$ cat src/rtl/fetch_defs.svh
`ifndef FETCH_DEFS_SVH
`define FETCH_DEFS_SVH

// Byte address of the first instruction after reset.
`define FETCH_PC_RESET 32'h3000_0000

// Cache block size in bytes, four 32-bit words.
`define FETCH_BLOCK_BYTES 16

// Number of direct-mapped cache lines.
`define FETCH_ICACHE_SETS 16

// Top address nibbles of the SDRAM window.
`define FETCH_SDRAM_LO 4'hA
`define FETCH_SDRAM_HI 4'hB

`endif
$ cat src/rtl/fetch_pkg.sv
`include "fetch_defs.svh"

package fetch_pkg;

    // AXI burst encodings used by the fetch unit.
    typedef enum logic [1:0] {
        BURST_FIXED = 2'b00,
        BURST_INCR  = 2'b01
    } axi_burst_e;

    // One whole cache block as it moves from the fetch unit to the cache.
    typedef logic [`FETCH_BLOCK_BYTES*8-1:0] cache_block_t;

    // Packet handed to decode.
    typedef struct packed {
        logic [29:0] pc;   // Word address.
        logic [31:0] inst;
    } fetch_packet_t;

    // AXI read address beat.
    typedef struct packed {
        logic [31:0] addr;
        logic [3:0]  id;
        logic [7:0]  len;
        logic [2:0]  size;
        axi_burst_e  burst;
    } axi_ar_t;

    // AXI read data beat.
    typedef struct packed {
        logic [31:0] data;
        logic [1:0]  resp;
        logic        last;
        logic [3:0]  id;
    } axi_r_t;

endpackage

$ cat src/rtl/fetch_top.sv
module fetch_top
    import fetch_pkg::*;
(
    input  logic          clk,
    input  logic          rst,

    input  logic          redirect_valid,
    input  logic [29:0]   redirect_pc,

    input  logic          decode_ready,
    output logic          fetch_valid,
    output fetch_packet_t fetch_out,
    output logic          access_fault,

    output logic          arvalid,
    output axi_ar_t       ar,
    input  logic          arready,
    output logic          rready,
    input  logic          rvalid,
    input  axi_r_t        r
);

    logic [31:0]  lookup_addr;
    logic         hit;
    logic [31:0]  hit_data;
    logic         refill_valid;
    cache_block_t refill_block;

    fetch_unit u_fetch_unit (
        .clk            (clk),
        .rst            (rst),
        .redirect_valid (redirect_valid),
        .redirect_pc    (redirect_pc),
        .decode_ready   (decode_ready),
        .fetch_valid    (fetch_valid),
        .fetch_out      (fetch_out),
        .access_fault   (access_fault),
        .lookup_addr    (lookup_addr),
        .hit            (hit),
        .hit_data       (hit_data),
        .refill_valid   (refill_valid),
        .refill_block   (refill_block),
        .arvalid        (arvalid),
        .ar             (ar),
        .arready        (arready),
        .rready         (rready),
        .rvalid         (rvalid),
        .r              (r)
    );

    icache u_icache (
        .clk          (clk),
        .rst          (rst),
        .lookup_addr  (lookup_addr),
        .hit          (hit),
        .hit_data     (hit_data),
        .refill_valid (refill_valid),
        .refill_block (refill_block)
    );

endmodule

$ cat src/rtl/icache.sv
`include "fetch_defs.svh"

module icache
    import fetch_pkg::*;
(
    input  logic         clk,
    input  logic         rst,

    input  logic [31:0]  lookup_addr,
    output logic         hit,
    output logic [31:0]  hit_data,

    input  logic         refill_valid,
    input  cache_block_t refill_block
);

    localparam int SETS        = `FETCH_ICACHE_SETS;
    localparam int OFFSET_BITS = $clog2(`FETCH_BLOCK_BYTES);
    localparam int INDEX_BITS  = $clog2(SETS);
    localparam int WORD_BITS   = OFFSET_BITS - 2;
    localparam int TAG_LO      = OFFSET_BITS + INDEX_BITS;
    localparam int TAG_BITS    = 32 - TAG_LO;

    logic [SETS-1:0]       valid_q;
    logic [TAG_BITS-1:0]   tag_mem [SETS];
    cache_block_t          data_mem [SETS];

    logic [INDEX_BITS-1:0] index;
    logic [TAG_BITS-1:0]   tag;
    logic [WORD_BITS-1:0]  word_sel;
    cache_block_t          line;

    // Split the byte address into tag, line index and word offset.
    assign tag      = lookup_addr[31:TAG_LO];
    assign index    = lookup_addr[TAG_LO-1:OFFSET_BITS];
    assign word_sel = lookup_addr[OFFSET_BITS-1:2];

    assign line     = data_mem[index];
    assign hit      = valid_q[index] && (tag_mem[index] == tag);
    assign hit_data = line[word_sel*32 +: 32];

    always_ff @(posedge clk or posedge rst) begin
        if (rst) begin
            valid_q <= '0; // All lines empty.
        end else if (refill_valid) begin
            valid_q[index] <= 1'b1;
        end
    end

    // Tag and block land together with the valid bit.
    always_ff @(posedge clk) begin
        if (refill_valid) begin
            tag_mem[index]  <= tag;
            data_mem[index] <= refill_block;
        end
    end

endmodule

$ cat src/rtl/fetch_unit.sv
`include "fetch_defs.svh"

module fetch_unit
    import fetch_pkg::*;
(
    input  logic          clk,
    input  logic          rst,

    input  logic          redirect_valid,
    input  logic [29:0]   redirect_pc,

    input  logic          decode_ready,
    output logic          fetch_valid,
    output fetch_packet_t fetch_out,
    output logic          access_fault,

    output logic [31:0]   lookup_addr,
    input  logic          hit,
    input  logic [31:0]   hit_data,
    output logic          refill_valid,
    output cache_block_t  refill_block,

    output logic          arvalid,
    output axi_ar_t       ar,
    input  logic          arready,
    output logic          rready,
    input  logic          rvalid,
    input  axi_r_t        r
);

    localparam int BLOCK_WORDS = `FETCH_BLOCK_BYTES / 4;
    localparam int OFFSET_BITS = $clog2(`FETCH_BLOCK_BYTES);
    localparam int CNT_BITS    = OFFSET_BITS - 2;

    localparam logic [31:0]         PC_RESET  = `FETCH_PC_RESET;
    localparam logic [CNT_BITS-1:0] LAST_BEAT = CNT_BITS'(BLOCK_WORDS - 1);

    typedef enum logic {
        ST_IDLE,
        ST_REFILL
    } state_e;

    state_e              state;
    logic [29:0]         pc_q;
    logic [29:0]         pc_next;
    logic [31:0]         block_base;
    logic                is_sdram;
    logic [CNT_BITS-1:0] beat_cnt;
    logic [CNT_BITS-1:0] beat_cnt_next;
    logic                take_hit;
    logic                start_miss;
    logic                ar_hs;
    logic                r_hs;
    logic                last_beat;

    assign lookup_addr = {pc_q, 2'b00};
    assign pc_next     = redirect_valid ? redirect_pc : pc_q + 30'd1;

    assign block_base = {lookup_addr[31:OFFSET_BITS], {OFFSET_BITS{1'b0}}};
    assign is_sdram   = (block_base[31:28] == `FETCH_SDRAM_LO) ||
                        (block_base[31:28] == `FETCH_SDRAM_HI);

    assign take_hit   = (state == ST_IDLE) && decode_ready && hit;
    assign start_miss = (state == ST_IDLE) && decode_ready && !hit;

    assign ar_hs = arvalid && arready;
    assign r_hs  = rvalid && rready;

    // A burst ends on last, single reads end on the word count.
    assign last_beat     = is_sdram ? r.last : (beat_cnt == LAST_BEAT);
    assign beat_cnt_next = beat_cnt + 1'b1;

    always_ff @(posedge clk or posedge rst) begin
        if (rst) begin
            state        <= ST_IDLE;
            pc_q         <= PC_RESET[31:2];
            fetch_valid  <= 1'b0;
            arvalid      <= 1'b0;
            rready       <= 1'b0;
            refill_valid <= 1'b0;
            access_fault <= 1'b0;
            beat_cnt     <= '0;
        end else begin
            refill_valid <= 1'b0;
            case (state)
                ST_IDLE: begin
                    if (decode_ready) begin
                        fetch_valid <= hit && !redirect_valid; // Redirect drops it.
                        if (hit) begin
                            pc_q <= pc_next;
                        end else begin
                            state   <= ST_REFILL;
                            arvalid <= 1'b1;
                        end
                    end
                end
                ST_REFILL: begin
                    if (ar_hs) begin
                        arvalid <= 1'b0;
                        rready  <= 1'b1;
                    end
                    if (r_hs) begin
                        if (r.resp != 2'b00) begin
                            access_fault <= 1'b1; // Sticky until reset.
                        end
                        if (last_beat) begin
                            rready       <= 1'b0;
                            refill_valid <= 1'b1;
                            beat_cnt     <= '0;
                        end else begin
                            beat_cnt <= beat_cnt_next;
                            if (!is_sdram) begin
                                rready  <= 1'b0;
                                arvalid <= 1'b1; // Next single read.
                            end
                        end
                    end
                    // Line is written this cycle, lookup hits on the next.
                    if (refill_valid) begin
                        state <= ST_IDLE;
                    end
                end
                default: begin
                    state <= ST_IDLE;
                end
            endcase
        end
    end

    always_ff @(posedge clk) begin
        if (take_hit) begin
            fetch_out.pc   <= pc_q;
            fetch_out.inst <= hit_data;
        end
        if (start_miss) begin
            ar.addr  <= block_base;
            ar.id    <= 4'd0;
            ar.len   <= is_sdram ? 8'(BLOCK_WORDS - 1) : 8'd0;
            ar.size  <= 3'd2; // Four bytes per beat.
            ar.burst <= is_sdram ? BURST_INCR : BURST_FIXED;
        end
        if (r_hs) begin
            refill_block[beat_cnt*32 +: 32] <= r.data;
            if (!last_beat && !is_sdram) begin
                ar.addr <= {block_base[31:OFFSET_BITS], beat_cnt_next, 2'b00};
            end
        end
    end

endmodule

$ cat config.mk
export PLATFORM = sky130hd
export DESIGN_NAME = fetch_top
export DESIGN_NICKNAME = d
export VERILOG_FILES = /design/src/rtl/fetch_pkg.sv /design/src/rtl/fetch_top.sv /design/src/rtl/icache.sv /design/src/rtl/fetch_unit.sv
export VERILOG_INCLUDE_DIRS = /design/src /design/src/rtl
export SDC_FILE = /design/constraint.sdc
export NUM_CORES = 2
export LEC_CHECK = 0
export BUFFER_PORTS_ARGS = -buffer_cell sky130_fd_sc_hd__clkbuf_2
export CAP_MARGIN = 5
export CORE_ASPECT_RATIO = 1.25
export CORE_MARGIN = 1
export CORE_UTILIZATION = 40
export CTS_CLUSTER_DIAMETER = 30
export DETAILED_ROUTE_END_ITERATION = 10
export SKIP_CTS_REPAIR_TIMING = 1
export SYNTH_ARGS = -nofsm -noshare
export SYNTH_HDL_FRONTEND = slang
export SYNTH_HIERARCHICAL = 1
export SYNTH_SLANG_ARGS = --single-unit
$ cat constraint.sdc
create_clock -name clk -period 47.1 [get_ports clk]
set_input_delay 2.355 -clock clk [delete_from_list [all_inputs] [get_ports clk]]
set_output_delay 2.355 -clock clk [all_outputs]
set_load 0.005 [all_outputs]
==> results by stage <==
Final layout:
- Measured on the finished design, the core utilization comes to 0.490.
- The combined flip-flop and latch cell area is 80800 sq um.
- For this run, the post-layout net count is 5024.
- Leaving out filler cells and counting taps, the final layout contains 8712.
- The finished cells cover 126000 sq um.
- The area growth from synthesis to layout is 21.8%.
- The area of the multi-input gates is 21600 sq um.
- The fraction of layout instances using a drive strength above 1 is 0.362.
- The number of filler instances in the final layout is 20400.

Critical path:
- STA classifies the critical path startpoint as a register.
- Data on the critical path is required at its endpoint by 47640 ps.
- The capturing element type of the critical path is a register.
- Counting both buffers and inverters, the worst setup path holds a total of 5.
- The kind of cell with the highest combined delay on the critical path is buffers and inverters.
- Counting stages on the worst path, the most repeated cell is buf_4.
- The category of the most critical setup path is register to register.
- The standard cell with the maximum stage delay on the critical path is dfrtp_4.
- The startpoint of the lowest-slack register-to-register path is u_fetch_unit/pc_q[2]$_DFFE_PP0P_.
- Setup slack on the worst reg-to-reg path comes out at 39880 ps.
- Of all nets on the critical path, the largest fanout is 104.
- In this run the critical register-to-register path is captured at u_fetch_unit/fetch_out[26]$_DFFE_PP_.
- The critical path goes through buf_12 > buf_4 > mux4_2 > mux2i_1 > xnor2_1 > nand4_1 > nor3_1 > nand4_1 > a2111oi_2 > nand3b_1 > buf_4 > inv_6 > buf_4.
- The arrival time of the worst setup path is 7760 ps.
- The logic depth of the worst register-to-register path is 13.
- The critical path's largest stage delay is 930 ps.

Floorplan:
- The die is 457 um wide.
- The number of rows in the core area is 208.
- From bottom edge to top edge, the die measures 571 um.
- 190 I/O pins were placed.
- The core footprint is 257000 sq um.
- The initial core utilization is 0.403.
- The die covers 261000 sq um.

CTS:
- The clock buffer count from CTS is 536.
- TritonCTS built the clock tree.
- Clock latency on the worst-skew pair, taken at its later pin, is 950 ps.
- After clock tree synthesis, the clock-pin slew on the worst setup and hold paths is 50 ps.
- The CTS sink count is 2709.
- In this run the number of H-tree levels came out at 6.
- The maximum clock path buffer count is 4.
- The root buffer cell chosen for the clock tree is clkbuf_16.

Timing:
- On the final layout, the worst clock skew is 42.7 ps.
- The part of the cycle the worst path needs is 0.153.
- For this run, the top clock speed supported by timing is 0.138 GHz.
- The max-slew violation count is 0.
- Setup violations remaining at the end of the flow were counted as 0.
- The worst slew slack as a fraction of its limit is 0.201.
- The worst-margin pin slew is 1200 ps.
- For the final routed database, the setup TNS stands at 0 ps.
- Setup repair after global routing left no endpoint under its margin.
- The total count of hold-check failures in the final report is 0.
- The clock period minus final worst setup slack is 7220 ps.

Min path:
- The launch point of the worst hold path is u_fetch_unit/ar[18]$_DFF_P_.
- Along the worst hold path, the cell count comes to 2.
- The kind of path behind the tightest hold check is register to register.
- The worst min-delay path endpoint is u_fetch_unit/ar[18]$_DFF_P_.

Placed design:
- Summed over all nets, the half-perimeter wirelength after detailed placement is 119000 um.
- The instance area at placement is 109000 sq um.
- The count of input and output buffers is 171.
- The congestion estimate from routability-driven global placement came to 0.751.
- Including well taps, the total number of placed cells is 7766.

Global route:
- The number of antenna violations at the first check in global routing is 26.
- In the global route stage, overall resource usage came out at 0.196.
- For met2 alone, demand over resource in global routing was 0.316.
- The global-route layer with the greatest usage is met2.
- The fraction of met3 tracks used by global routing is 0.0428.
- The via count of the first global-routing pass is 51800.
- For this run, global-route usage on met1 was measured as 0.266.
- Entering global routing, the biggest net connects 123 pins.
- The wire length of the first global-routing pass is 366000 um.
- The total overflow reported by the global router is 0.

Route:
- In this run the remaining antenna-violating nets after routing total 0.
- The via density per instance is 5.68.
- For this block, the initial DRC count from the detailed router was 5306.
- The total wirelength of the detailed-routed design is 256000 um.
- Dividing the detail-routed wire length by the instance count gives 29.3 um.
- The count of unresolved DRC violations after routing is 0.
- The total via count after detailed routing is 49400.
- Before antenna repair, the detailed router went through 5 iterations.

Logic synthesis:
- The cell count after synthesis came out at 4341.
- The synthesized area is 104000 sq um.
- Dividing the synthesized area by the synthesized cell count gives 23.8 sq um.
- The Yosys warning count is 6.

Run:
- Across the run, the number of max-cap violations was 0.

Status:
- The flow ran to the end, and the final reports show no timing, DRC or antenna violations.

Pwr:
- The worst vdd rail ir drop is 63.9 uV.
- The power density over the cells is 51.9 nW/um^2.
- The total power of the final layout is 6.54 mW.
- The reported leakage power is 40.9 nW.
layout by cell type (no fill, tap or decap), types with 24 or more instances in the layout:
| cell type | n |
|---|---|
| nand2_1 | 49 |
| dfrtp_1 | 46 |
| bufinv_16 | 54 |
| inv_1 | 25 |
| mux4_2 | 776 |
| clkinv_2 | 79 |
| clkinvlp_4 | 44 |
| a21oi_1 | 24 |
| and2_1 | 133 |
| o21ai_0 | 30 |
| edfxtp_1 | 2623 |
| buf_4 | 106 |
| clkbuf_1 | 63 |
| inv_6 | 32 |
| nand3_1 | 32 |
| clkbuf_16 | 555 |
| clkbuf_2 | 171 |
| dfxtp_1 | 32 |
| nor2_1 | 34 |
| mux2i_1 | 29 |
| mux2_1 | 28 |
| clkinv_1 | 81 |
registers in the layout, indices dropped and copies added (netlist names):
register and count:
u_fetch_unit/access_fault 1, u_fetch_unit/ar 33, u_fetch_unit/arvalid 1, u_fetch_unit/beat_cnt 2, u_fetch_unit/fetch_out 62, u_fetch_unit/fetch_valid 1, u_fetch_unit/pc_q 30, u_fetch_unit/refill_block 128
u_fetch_unit/refill_valid 1, u_fetch_unit/rready 1, u_fetch_unit/state 1, u_icache/data_mem 2048, u_icache/tag_mem 384, u_icache/valid_q 16
layer usage:
| layer | wire length, um | part of all wire |
|---|---|---|
| met3 | 20000 | 0.078 |
| met4 | 5730 | 0.022 |
| met1 | 105000 | 0.41 |
| met2 | 125000 | 0.49 |
| met5 | 112 | 0.00044 |
power by group:
group | switching, mW | total, mW | leakage, nW | internal, mW
Combinational | 0.112 | 0.157 | 7.24 | 0.0445
Sequential | 0.0469 | 2.75 | 25.2 | 2.70
Clock | 1.19 | 3.63 | 8.44 | 2.44
Total | 1.35 | 6.54 | 40.9 | 5.19
how the worst max path moves through the flow:
stage / start / slack [ps] / end / cells after the start
6_report: u_fetch_unit/pc_q[2]$_DFFE_PP0P_ / 39880 / u_fetch_unit/fetch_out[26]$_DFFE_PP_ / 13
3_3_place_gp: u_fetch_unit/pc_q[2]$_DFFE_PP0P_ / 39830 / u_fetch_unit/fetch_out[9]$_DFFE_PP_ / 13
5_1_grt: u_fetch_unit/pc_q[2]$_DFFE_PP0P_ / 39320 / u_fetch_unit/fetch_out[24]$_DFFE_PP_ / 13
2_1_floorplan: u_fetch_unit/pc_q[3]$_DFFE_PP0P_ / 29910 / u_icache/valid_q[2]$_DFFE_PP0P_ / 6
4_1_cts: u_fetch_unit/pc_q[2]$_DFFE_PP0P_ / 39690 / u_fetch_unit/fetch_out[24]$_DFFE_PP_ / 13
3_5_place_dp: u_fetch_unit/pc_q[2]$_DFFE_PP0P_ / 39740 / u_fetch_unit/fetch_out[9]$_DFFE_PP_ / 13
layout make-up:
| type | instances | area share |
|---|---|---|
| Sequential cell | 2709 | 0.641 |
| Multi-Input combinational cell | 1380 | 0.171 |
| Inverter | 28 | 0.000933 |
| Clock inverter | 318 | 0.0256 |
| Antenna cell | 5 | 0.0000993 |
| Timing Repair Buffer | 289 | 0.0150 |
| Tap cell | 3360 | 0.0334 |
| Clock buffer | 623 | 0.113 |
worst min-delay path: stages, from the launching register on:
cell and delay (ps):
dfxtp_1 300, inv_1 50, nor2_1 40
per-stage QoR:
stage                     hold WS (ps)  setup WS (ps)
after global placement             426          39830
after floorplan                    425          29910
after global routing               456          39320
final                              436          39880
after detailed placement           432          39740
after CTS                          439          39690
Note: power is estimated with default switching activity, not from simulation.
